--- src/ddr_geom_pkg.sv ---
package ddr_geom_pkg;

  localparam int USER_ADDR_W = 26;
  localparam int BANK_W      = 3;
  localparam int ROW_W       = 14; // also the pin address width
  localparam int COL_W       = 9;  // word column
  localparam int NUM_BANKS   = 8;

  localparam int DQ_W        = 16;
  localparam int USER_DATA_W = 32;
  localparam int BE_W        = USER_DATA_W / 8;

  // user address {bank, row, word column}
  localparam int COL_LSB  = 0;
  localparam int ROW_LSB  = COL_LSB + COL_W;
  localparam int BANK_LSB = ROW_LSB + ROW_W;

  localparam int AP_BIT = 10; // all banks on precharge, low on read/write

endpackage

--- src/ddr_cmd_pkg.sv ---
package ddr_cmd_pkg;

  // active-low {ras, cas, we}
  typedef enum logic [2:0] {
    CMD_LOAD_MODE = 3'b000,
    CMD_REFRESH   = 3'b001,
    CMD_PRECHARGE = 3'b010,
    CMD_ACTIVE    = 3'b011,
    CMD_WRITE     = 3'b100,
    CMD_READ      = 3'b101,
    CMD_NOP       = 3'b111
  } mem_cmd_e;

  typedef enum logic [3:0] {
    ST_INIT_WAIT,
    ST_INIT_PRE,
    ST_INIT_MODE,
    ST_INIT_REF,
    ST_IDLE,
    ST_PRE,
    ST_ACT,
    ST_RW,
    ST_REF_PRE,
    ST_REF
  } seq_state_e;

  typedef enum logic [1:0] {
    RC_HIT,
    RC_MISS,
    RC_EMPTY
  } row_class_e;

  localparam int DEF_T_RCD       = 2;
  localparam int DEF_T_RP        = 2;
  localparam int DEF_T_RFC       = 8;
  localparam int DEF_T_MRD       = 2;
  localparam int DEF_CAS_LAT     = 3;
  localparam int DEF_INIT_CYCLES = 50; // cke low after reset

endpackage
--- src/ddr_memory_controller.sv ---
module ddr_memory_controller #(
  parameter int T_RCD       = ddr_cmd_pkg::DEF_T_RCD,
  parameter int T_RP        = ddr_cmd_pkg::DEF_T_RP,
  parameter int T_RFC       = ddr_cmd_pkg::DEF_T_RFC,
  parameter int T_MRD       = ddr_cmd_pkg::DEF_T_MRD,
  parameter int CAS_LAT     = ddr_cmd_pkg::DEF_CAS_LAT,
  parameter int INIT_CYCLES = ddr_cmd_pkg::DEF_INIT_CYCLES
) (
  input  logic                                  clk_n,
  input  logic                                  rst_n,
  input  logic                                  refresh_strobe,
  input  logic                                  rand_req,
  input  logic                                  rand_req_we,
  input  logic [ddr_geom_pkg::BE_W-1:0]         rand_req_we_array,
  input  logic [ddr_geom_pkg::USER_ADDR_W-1:0]  rand_req_address,
  input  logic [ddr_geom_pkg::USER_DATA_W-1:0]  rand_req_datain,
  input  logic                                  bulk_req,
  input  logic                                  bulk_req_we,
  input  logic [ddr_geom_pkg::BE_W-1:0]         bulk_req_we_array,
  input  logic [ddr_geom_pkg::USER_ADDR_W-1:0]  bulk_req_address,
  input  logic [ddr_geom_pkg::USER_DATA_W-1:0]  bulk_req_datain,
  input  logic [ddr_geom_pkg::DQ_W-1:0]         dq_in,
  output logic                                  cke,
  output ddr_cmd_pkg::mem_cmd_e                 command,
  output logic [ddr_geom_pkg::ROW_W-1:0]        address,
  output logic [ddr_geom_pkg::BANK_W-1:0]       bank,
  output logic [ddr_geom_pkg::DQ_W-1:0]         dq_out,
  output logic                                  dq_oe,
  output logic                                  udm,
  output logic                                  ldm,
  output logic                                  rand_req_ack,
  output logic                                  bulk_req_ack,
  output logic [ddr_geom_pkg::USER_DATA_W-1:0]  user_req_dataout
);

  logic                              acc_valid;
  logic                              acc_we;
  logic [ddr_geom_pkg::BANK_W-1:0]   acc_bank;
  logic [ddr_geom_pkg::ROW_W-1:0]    acc_row;
  logic [ddr_geom_pkg::COL_W-1:0]    acc_col;
  ddr_cmd_pkg::row_class_e           acc_class;
  logic                              acc_port;
  logic                              acc_take;
  logic                              row_opened;
  logic [ddr_geom_pkg::BANK_W-1:0]   opened_bank;
  logic [ddr_geom_pkg::ROW_W-1:0]    opened_row;
  logic                              bank_closed;
  logic [ddr_geom_pkg::BANK_W-1:0]   closed_bank;
  logic                              all_closed;
  logic                              rw_start;
  logic                              rw_we;
  logic                              rw_port;
  logic [ddr_geom_pkg::BE_W-1:0]     rw_we_array;
  logic                              dp_busy;

  request_decoder decoder (
    .clk_n, .rst_n,
    .rand_req, .rand_req_we, .rand_req_address,
    .bulk_req, .bulk_req_we, .bulk_req_address,
    .acc_take, .row_opened, .opened_bank, .opened_row,
    .bank_closed, .closed_bank, .all_closed,
    .acc_valid, .acc_we, .acc_bank, .acc_row, .acc_col, .acc_class, .acc_port
  );

  command_sequencer #(
    .T_RCD(T_RCD), .T_RP(T_RP), .T_RFC(T_RFC), .T_MRD(T_MRD),
    .CAS_LAT(CAS_LAT), .INIT_CYCLES(INIT_CYCLES)
  ) sequencer (
    .clk_n, .rst_n, .refresh_strobe,
    .acc_valid, .acc_we, .acc_bank, .acc_row, .acc_col, .acc_class, .acc_port,
    .rand_req_we_array, .bulk_req_we_array, .dp_busy,
    .cke, .command, .address, .bank, .acc_take,
    .row_opened, .opened_bank, .opened_row, .bank_closed, .closed_bank, .all_closed,
    .rw_start, .rw_we, .rw_port, .rw_we_array
  );

  data_path #(
    .CAS_LAT(CAS_LAT)
  ) datapath (
    .clk_n, .rst_n,
    .rw_start, .rw_we, .rw_port, .rw_we_array,
    .rand_req_datain, .bulk_req_datain, .dq_in,
    .dq_out, .dq_oe, .udm, .ldm, .user_req_dataout,
    .rand_req_ack, .bulk_req_ack, .dp_busy
  );

endmodule

--- src/data_path.sv ---
module data_path #(
  parameter int CAS_LAT = 3
) (
  input  logic                                  clk_n,
  input  logic                                  rst_n,
  input  logic                                  rw_start,
  input  logic                                  rw_we,
  input  logic                                  rw_port,
  input  logic [ddr_geom_pkg::BE_W-1:0]         rw_we_array,
  input  logic [ddr_geom_pkg::USER_DATA_W-1:0]  rand_req_datain,
  input  logic [ddr_geom_pkg::USER_DATA_W-1:0]  bulk_req_datain,
  input  logic [ddr_geom_pkg::DQ_W-1:0]         dq_in,
  output logic [ddr_geom_pkg::DQ_W-1:0]         dq_out,
  output logic                                  dq_oe,
  output logic                                  udm,
  output logic                                  ldm,
  output logic [ddr_geom_pkg::USER_DATA_W-1:0]  user_req_dataout,
  output logic                                  rand_req_ack,
  output logic                                  bulk_req_ack,
  output logic                                  dp_busy
);

  logic                                  wr_start;
  logic [ddr_geom_pkg::USER_DATA_W-1:0]  wr_word;
  logic                                  beat2;
  logic [ddr_geom_pkg::DQ_W-1:0]         hi_data;
  logic [1:0]                            hi_mask; // {udm, ldm}
  logic [CAS_LAT:0]                      rd_vld;  // read tags, stage k = k+1 cycles old
  logic [CAS_LAT:0]                      rd_port;
  logic [ddr_geom_pkg::DQ_W-1:0]         rd_lo;
  logic                                  rd_ack_rand;
  logic                                  rd_ack_bulk;

  assign wr_start = rw_start && rw_we;
  assign wr_word  = rw_port ? bulk_req_datain : rand_req_datain;

  assign dq_oe  = wr_start || beat2;
  assign dq_out = wr_start ? wr_word[ddr_geom_pkg::DQ_W-1:0] : hi_data;
  assign ldm    = wr_start ? !rw_we_array[0] : (!beat2 || hi_mask[0]);
  assign udm    = wr_start ? !rw_we_array[1] : (!beat2 || hi_mask[1]);

  assign dp_busy      = (rw_start && !rw_we) || (|rd_vld);
  assign rand_req_ack = (wr_start && !rw_port) || rd_ack_rand; // write acks with the command
  assign bulk_req_ack = (wr_start && rw_port) || rd_ack_bulk;

  always_ff @(posedge clk_n or negedge rst_n) begin
    if (!rst_n) begin
      beat2       <= 1'b0;
      rd_vld      <= '0;
      rd_ack_rand <= 1'b0;
      rd_ack_bulk <= 1'b0;
    end else begin
      beat2       <= wr_start;
      rd_vld      <= {rd_vld[CAS_LAT-1:0], rw_start && !rw_we};
      rd_ack_rand <= rd_vld[CAS_LAT] && !rd_port[CAS_LAT];
      rd_ack_bulk <= rd_vld[CAS_LAT] && rd_port[CAS_LAT];
    end
  end

  always_ff @(posedge clk_n) begin
    rd_port <= {rd_port[CAS_LAT-1:0], rw_port};
    if (wr_start) begin
      hi_data <= wr_word[ddr_geom_pkg::USER_DATA_W-1:ddr_geom_pkg::DQ_W];
      hi_mask <= ~rw_we_array[3:2];
    end
    if (rd_vld[CAS_LAT-1]) rd_lo <= dq_in; // first beat
    if (rd_vld[CAS_LAT])   user_req_dataout <= {dq_in, rd_lo};
  end

endmodule

--- src/command_sequencer.sv ---
module command_sequencer #(
  parameter int T_RCD       = 2,
  parameter int T_RP        = 2,
  parameter int T_RFC       = 8,
  parameter int T_MRD       = 2,
  parameter int CAS_LAT     = 3,
  parameter int INIT_CYCLES = 50
) (
  input  logic                                clk_n,
  input  logic                                rst_n,
  input  logic                                refresh_strobe,
  input  logic                                acc_valid,
  input  logic                                acc_we,
  input  logic [ddr_geom_pkg::BANK_W-1:0]     acc_bank,
  input  logic [ddr_geom_pkg::ROW_W-1:0]      acc_row,
  input  logic [ddr_geom_pkg::COL_W-1:0]      acc_col,
  input  ddr_cmd_pkg::row_class_e             acc_class,
  input  logic                                acc_port,
  input  logic [ddr_geom_pkg::BE_W-1:0]       rand_req_we_array,
  input  logic [ddr_geom_pkg::BE_W-1:0]       bulk_req_we_array,
  input  logic                                dp_busy,
  output logic                                cke,
  output ddr_cmd_pkg::mem_cmd_e               command,
  output logic [ddr_geom_pkg::ROW_W-1:0]      address,
  output logic [ddr_geom_pkg::BANK_W-1:0]     bank,
  output logic                                acc_take,
  output logic                                row_opened,
  output logic [ddr_geom_pkg::BANK_W-1:0]     opened_bank,
  output logic [ddr_geom_pkg::ROW_W-1:0]      opened_row,
  output logic                                bank_closed,
  output logic [ddr_geom_pkg::BANK_W-1:0]     closed_bank,
  output logic                                all_closed,
  output logic                                rw_start,
  output logic                                rw_we,
  output logic                                rw_port,
  output logic [ddr_geom_pkg::BE_W-1:0]       rw_we_array
);

  localparam int CNT_W = 16;
  localparam logic [ddr_geom_pkg::ROW_W-1:0] ADDR_ALL =
    ddr_geom_pkg::ROW_W'(1) << ddr_geom_pkg::AP_BIT;

  ddr_cmd_pkg::seq_state_e               state;
  logic [CNT_W-1:0]                      cnt;
  logic                                  ref_pend;
  logic                                  idle_ready;
  logic                                  cur_we;
  logic                                  cur_port;
  logic [ddr_geom_pkg::BANK_W-1:0]       cur_bank;
  logic [ddr_geom_pkg::ROW_W-1:0]        cur_row;
  logic [ddr_geom_pkg::COL_W-1:0]        cur_col;
  logic [ddr_geom_pkg::BE_W-1:0]         cur_we_array;

  assign idle_ready = (state == ddr_cmd_pkg::ST_IDLE) && (cnt == '0);
  // pending refresh blocks new accesses, a write waits for reads to drain
  assign acc_take   = idle_ready && !ref_pend && acc_valid && !(acc_we && dp_busy);

  // stable from the take until the next take
  assign opened_bank = cur_bank;
  assign opened_row  = cur_row;
  assign closed_bank = cur_bank;
  assign rw_we       = cur_we;
  assign rw_port     = cur_port;
  assign rw_we_array = cur_we_array;

  always_ff @(posedge clk_n) begin
    if (acc_take) begin
      cur_we       <= acc_we;
      cur_port     <= acc_port;
      cur_bank     <= acc_bank;
      cur_row      <= acc_row;
      cur_col      <= acc_col;
      cur_we_array <= acc_port ? bulk_req_we_array : rand_req_we_array;
    end
  end

  always_ff @(posedge clk_n or negedge rst_n) begin
    if (!rst_n) begin
      state       <= ddr_cmd_pkg::ST_INIT_WAIT;
      cnt         <= CNT_W'(INIT_CYCLES - 1);
      cke         <= 1'b0;
      command     <= ddr_cmd_pkg::CMD_NOP;
      address     <= '0;
      bank        <= '0;
      ref_pend    <= 1'b0;
      row_opened  <= 1'b0;
      bank_closed <= 1'b0;
      all_closed  <= 1'b0;
      rw_start    <= 1'b0;
    end else begin
      command     <= ddr_cmd_pkg::CMD_NOP;
      row_opened  <= 1'b0;
      bank_closed <= 1'b0;
      all_closed  <= 1'b0;
      rw_start    <= 1'b0;
      if (refresh_strobe) ref_pend <= 1'b1;
      if (cnt != '0) begin
        cnt <= cnt - 1'b1; // timing gap
      end else begin
        case (state)
          ddr_cmd_pkg::ST_INIT_WAIT: begin
            cke   <= 1'b1;
            state <= ddr_cmd_pkg::ST_INIT_PRE;
          end
          ddr_cmd_pkg::ST_INIT_PRE, ddr_cmd_pkg::ST_REF_PRE: begin
            command    <= ddr_cmd_pkg::CMD_PRECHARGE;
            address    <= ADDR_ALL;
            all_closed <= 1'b1;
            cnt        <= CNT_W'(T_RP - 1);
            if (state == ddr_cmd_pkg::ST_INIT_PRE) state <= ddr_cmd_pkg::ST_INIT_MODE;
            else                                   state <= ddr_cmd_pkg::ST_REF;
          end
          ddr_cmd_pkg::ST_INIT_MODE: begin
            command <= ddr_cmd_pkg::CMD_LOAD_MODE;
            address <= ddr_geom_pkg::ROW_W'(CAS_LAT << 4); // cas latency field
            bank    <= '0;
            cnt     <= CNT_W'(T_MRD - 1);
            state   <= ddr_cmd_pkg::ST_INIT_REF;
          end
          ddr_cmd_pkg::ST_INIT_REF, ddr_cmd_pkg::ST_REF: begin
            command  <= ddr_cmd_pkg::CMD_REFRESH;
            ref_pend <= refresh_strobe;
            cnt      <= CNT_W'(T_RFC - 1);
            state    <= ddr_cmd_pkg::ST_IDLE;
          end
          ddr_cmd_pkg::ST_IDLE: begin
            if (ref_pend && !dp_busy) begin
              state <= ddr_cmd_pkg::ST_REF_PRE;
            end else if (acc_take) begin
              case (acc_class)
                ddr_cmd_pkg::RC_HIT:  state <= ddr_cmd_pkg::ST_RW;
                ddr_cmd_pkg::RC_MISS: state <= ddr_cmd_pkg::ST_PRE;
                default:              state <= ddr_cmd_pkg::ST_ACT;
              endcase
            end
          end
          ddr_cmd_pkg::ST_PRE: begin
            command     <= ddr_cmd_pkg::CMD_PRECHARGE;
            address     <= '0; // this bank only
            bank        <= cur_bank;
            bank_closed <= 1'b1;
            cnt         <= CNT_W'(T_RP - 1);
            state       <= ddr_cmd_pkg::ST_ACT;
          end
          ddr_cmd_pkg::ST_ACT: begin
            command    <= ddr_cmd_pkg::CMD_ACTIVE;
            address    <= cur_row;
            bank       <= cur_bank;
            row_opened <= 1'b1;
            cnt        <= CNT_W'(T_RCD - 1);
            state      <= ddr_cmd_pkg::ST_RW;
          end
          ddr_cmd_pkg::ST_RW: begin
            if (cur_we) command <= ddr_cmd_pkg::CMD_WRITE;
            else        command <= ddr_cmd_pkg::CMD_READ;
            address  <= ddr_geom_pkg::ROW_W'({cur_col, 1'b0}); // two beats per word
            bank     <= cur_bank;
            rw_start <= 1'b1;
            state    <= ddr_cmd_pkg::ST_IDLE;
          end
          default: state <= ddr_cmd_pkg::ST_IDLE;
        endcase
      end
    end
  end

endmodule

--- src/request_decoder.sv ---
module request_decoder (
  input  logic                                  clk_n,
  input  logic                                  rst_n,
  input  logic                                  rand_req,
  input  logic                                  rand_req_we,
  input  logic [ddr_geom_pkg::USER_ADDR_W-1:0]  rand_req_address,
  input  logic                                  bulk_req,
  input  logic                                  bulk_req_we,
  input  logic [ddr_geom_pkg::USER_ADDR_W-1:0]  bulk_req_address,
  input  logic                                  acc_take,
  input  logic                                  row_opened,
  input  logic [ddr_geom_pkg::BANK_W-1:0]       opened_bank,
  input  logic [ddr_geom_pkg::ROW_W-1:0]        opened_row,
  input  logic                                  bank_closed,
  input  logic [ddr_geom_pkg::BANK_W-1:0]       closed_bank,
  input  logic                                  all_closed,
  output logic                                  acc_valid,
  output logic                                  acc_we,
  output logic [ddr_geom_pkg::BANK_W-1:0]       acc_bank,
  output logic [ddr_geom_pkg::ROW_W-1:0]        acc_row,
  output logic [ddr_geom_pkg::COL_W-1:0]        acc_col,
  output ddr_cmd_pkg::row_class_e               acc_class,
  output logic                                  acc_port
);

  logic                                  rand_busy;
  logic                                  bulk_busy;
  logic                                  last_bulk;
  logic                                  rand_ok;
  logic                                  bulk_ok;
  logic                                  pick_bulk;
  logic                                  load;
  logic [ddr_geom_pkg::USER_ADDR_W-1:0]  pick_addr;
  logic [ddr_geom_pkg::NUM_BANKS-1:0]    open_vld;
  logic [ddr_geom_pkg::ROW_W-1:0]        open_row [ddr_geom_pkg::NUM_BANKS];

  assign rand_ok   = rand_req && !rand_busy;
  assign bulk_ok   = bulk_req && !bulk_busy;
  assign pick_bulk = bulk_ok && (!last_bulk || !rand_ok); // alternate under contention
  assign load      = (!acc_valid || acc_take) && (rand_ok || bulk_ok);
  assign pick_addr = pick_bulk ? bulk_req_address : rand_req_address;

  // a granted port is re-armed only once its req drops after the ack
  always_ff @(posedge clk_n or negedge rst_n) begin
    if (!rst_n) begin
      acc_valid <= 1'b0;
      last_bulk <= 1'b0;
      rand_busy <= 1'b0;
      bulk_busy <= 1'b0;
    end else begin
      if (load) begin
        acc_valid <= 1'b1;
        last_bulk <= pick_bulk;
      end else if (acc_take) begin
        acc_valid <= 1'b0;
      end
      if (load && !pick_bulk) rand_busy <= 1'b1;
      else if (!rand_req)     rand_busy <= 1'b0;
      if (load && pick_bulk)  bulk_busy <= 1'b1;
      else if (!bulk_req)     bulk_busy <= 1'b0;
    end
  end

  always_ff @(posedge clk_n) begin
    if (load) begin
      acc_we   <= pick_bulk ? bulk_req_we : rand_req_we;
      acc_port <= pick_bulk;
      acc_bank <= pick_addr[ddr_geom_pkg::BANK_LSB +: ddr_geom_pkg::BANK_W];
      acc_row  <= pick_addr[ddr_geom_pkg::ROW_LSB +: ddr_geom_pkg::ROW_W];
      acc_col  <= pick_addr[ddr_geom_pkg::COL_LSB +: ddr_geom_pkg::COL_W];
    end
  end

  // open row table
  always_ff @(posedge clk_n or negedge rst_n) begin
    if (!rst_n) begin
      open_vld <= '0;
    end else if (all_closed) begin
      open_vld <= '0;
    end else begin
      if (bank_closed) open_vld[closed_bank] <= 1'b0;
      if (row_opened)  open_vld[opened_bank] <= 1'b1;
    end
  end

  always_ff @(posedge clk_n) begin
    if (row_opened) open_row[opened_bank] <= opened_row;
  end

  // follows the table live, so a refresh before the take is seen
  always_comb begin
    if (!open_vld[acc_bank])                acc_class = ddr_cmd_pkg::RC_EMPTY;
    else if (open_row[acc_bank] == acc_row) acc_class = ddr_cmd_pkg::RC_HIT;
    else                                    acc_class = ddr_cmd_pkg::RC_MISS;
  end

endmodule

--- config.mk ---
export PLATFORM = sky130hd
export DESIGN_NAME = ddr_memory_controller
export DESIGN_NICKNAME = d
export VERILOG_FILES = /design/src/ddr_geom_pkg.sv /design/src/ddr_cmd_pkg.sv /design/src/ddr_memory_controller.sv /design/src/data_path.sv /design/src/command_sequencer.sv /design/src/request_decoder.sv
export SDC_FILE = /design/constraint.sdc
export NUM_CORES = 1
export LEC_CHECK = 0
export ABC_AREA = 0
export CORE_ASPECT_RATIO = 1.75
export CORE_MARGIN = 2
export CORE_UTILIZATION = 61
export DETAILED_ROUTE_END_ITERATION = 10
export DONT_BUFFER_PORTS = 1
export HOLD_SLACK_MARGIN = 0.02
export PLACE_DENSITY = 0.82
export SYNTH_ARGS = -nofsm -noshare
export SYNTH_HDL_FRONTEND = slang
export SYNTH_SLANG_ARGS = --single-unit
--- constraint.sdc ---
create_clock -name clk_n -period 8 [get_ports clk_n]
set_input_delay 1.6 -clock clk_n [delete_from_list [all_inputs] [get_ports clk_n]]
set_output_delay 1.6 -clock clk_n [all_outputs]
set_load 0.02 [all_outputs]
==> out/metrics.cfg <==
[run_status]
status=completed

[cells_and_area]
layout_commonest_cell=edfxtp_1
syn2layout_area_growth_pct=8.50
drive_gt1_share_pct=13.1
fin_nets=992
layout_common_cells=edfxtp_1, nand2_1, dfrtp_1

[cts]
cts_buffer_depth=3
clock_latency_ns=0.52
tritoncts=built
cts-root-buf=clkbuf_16
ctsResizeCount=0
holdBufCountCts=0
path_clk_slew_ns=0.07
cts_buffers=27
cts_setup_buffers=0
htree_levels=1
clock-sinks=310

[timing]
rsz0062_at_grt=false
whs_ns=0.328
clock.fmax_mhz=263
hold_viol_final=0
setup_tns_ns=0
finalWorstSetupSlack_ns=4.19
skew_ns=0.0128
worst_slew_pin_slew_ns=1.13
setup_viol=0
slew_violations=0
layout_worst_path_cycle_share_pct=47.6
max_slew_margin_pct=24.4
finalCriticalPeriod_ns=3.81

[place]
place_worst_setup_slack_ns=3.80
io_buffers=0
dpl.hpwl_mm=17.6
gp_congestion=0.852

[floorplanning]
die_h_um=193
die_w_um=112
ios=221
die_area_mm2=0.0217
core_mm2=0.0202
start_util_pct=61.9
rows=69

[synth]
synth-edff-count=238
yosysTopAreaCell=edfxtp_1
ys_ff_latch=310
synthesis.nets=996
synth_cell_types=64
synth_top_cell_area_share_pct=57.1
synth_warnings=0
async_reset_ff_share_pct=21.0
synth_area_mm2=0.0125
synth_cells=847
syn_avg_cell_area_um2=14.8
seq_area_frac_synth_pct=71.3
synth_area_leaders=edfxtp_1, dfrtp_1, mux2i_1
synth_ff_type=edfxtp_1

[drt]
first_pass_iters=5
initialDrtViolationCount=477
viasPerCell=6.26
vias=6963
drc=0
wl_per_cell_um=23.6
drtAntennaViolNets=0
routed_wl_mm=26.2

[global_routing]
grt-ovfl-total=0
grt_pass1_vias=7138
grt_first_pass_wirelength_mm=40.2
grt_max_degree=66
track_usage_pct=24.1
antenna_found_initial=0

[critical_path]
critical_path_class=reg2out
crit_fanout=56
worstPathArrival_ns=2.21
end_kind=primary output
critPathLaunchType=flop
worstPathRequired_ns=6.40

[hold_path]
worstHoldPathType=reg2reg

[run]
maxCapViolations=0

[pwr]
power_density_mw_per_mm2=241
p_leak_nw=4.94
max-vdd-ir-drop_mv=0.271

[cells by family after synthesis]
logic type | after synthesis | share of synthesized area, %
mux | 98 | 10.1
compound gates | 130 | 6.60
flops | 310 | 71.3
simple gates | 230 | 8.37
buf+inv | 58 | 2.13
xor+xnor | 19 | 1.33
fa+ha+maj | 2 | 0.200
[registers in the layout, summed over array words and instances (netlist names), 4 cells and up, named ones only]
register and cells:
datapath.hi_data 16, datapath.rd_lo 16, datapath.rd_port 4, datapath.rd_vld 4
datapath.user_req_dataout 32, decoder.acc_col 9, decoder.acc_row 14, decoder.open_row 112
decoder.open_vld 8, sequencer.address 14, sequencer.cnt 16, sequencer.cur_col 9
sequencer.opened_row 14, sequencer.rw_we_array 4, sequencer.state 4
[cell usage after synthesis (all sizes together) (2+ instances only)]
cell type  number
a22oi          17
and2            6
xnor2          10
nand2b         10
nand3           9
or3             6
nor2           46
dfxtp           7
nor4            5
nor2b           8
xor2            9
o21ai          34
buf            17
and3            2
and4            2
nand4           4
ha              2
or2             2
dfstp           6
mux2           29
a221oi          2
nand2         114
a21o            6
mux2i          51
dfrtp          59
nor3b           2
clkbuf         25
inv            15
a21oi          41
mux4           18
a22o            9
nor3           11
edfxtp        238
and2b           2
o31ai           5
a31o            2
[worst paths after layout]
| check | from | endpoint | slack [ns] | depth (start not counted) |
|---|---|---|---|---|
| worst min-delay path | datapath.rd_port[0] | datapath.rd_port[1] | 0.33 | 0 |
| min in group asynchronous | rst_n | sequencer.cnt[15] | 0.77 | 0 |
| worst max register to register | datapath.rd_vld[2] | flop | 4.95 | 6 |
| worst max-delay path | sequencer.rw_we | udm | 4.19 | 5 |
| max in group asynchronous | rst_n | sequencer.cnt[5] | 7.05 | 0 |
| worst min register to register | datapath.rd_port[0] | datapath.rd_port[1] | 0.33 | 0 |
[power breakdown]
part	switching, mW	internal (mW)
sequential	0.0678	1.77
clock	0.542	0.719
combinational	0.0944	0.0813
total	0.705	2.57
[area by class of cell]
type	instances	area, um2
tap	248	310
timing repair buffer	9	67.6
inverter	16	60.1
sequential	310	8920
clock buffer	37	743
clock inverter	12	123
multi-input combinational	479	3340
fill	1350	6630
antenna	1	2.50
[critical path, cell delays in order (launching register included)]
cell	delay, ns
edfxtp_1	0.38
nand2_1	0.16
clkinv_1	0.07
buf_4	0.48
nor3b_1	0.12
a21oi_1	0.46
[routing by layer]
layer / GRT usage, % / share of wire (%)
met1: 30.7 / 37
met2: 42.7 / 54
met3: 3.79 / 6.6
met4: 7.09 / 2.3
met5: 0 / 0
[through the flow]
step	std cells	area (um2)	power, mW	utilization, %
2_1_floorplan	847	12500	2.01	-
3_3_place_gp	1062	12700	2.03	62.9
3_5_place_dp	1062	12700	2.04	62.9
4_1_cts	1111	13600	3.29	67.2
5_1_grt	1111	13600	3.38	67.2
6_report	1112	13600	3.27	67.2
Power figures use the tool's default switching activity.
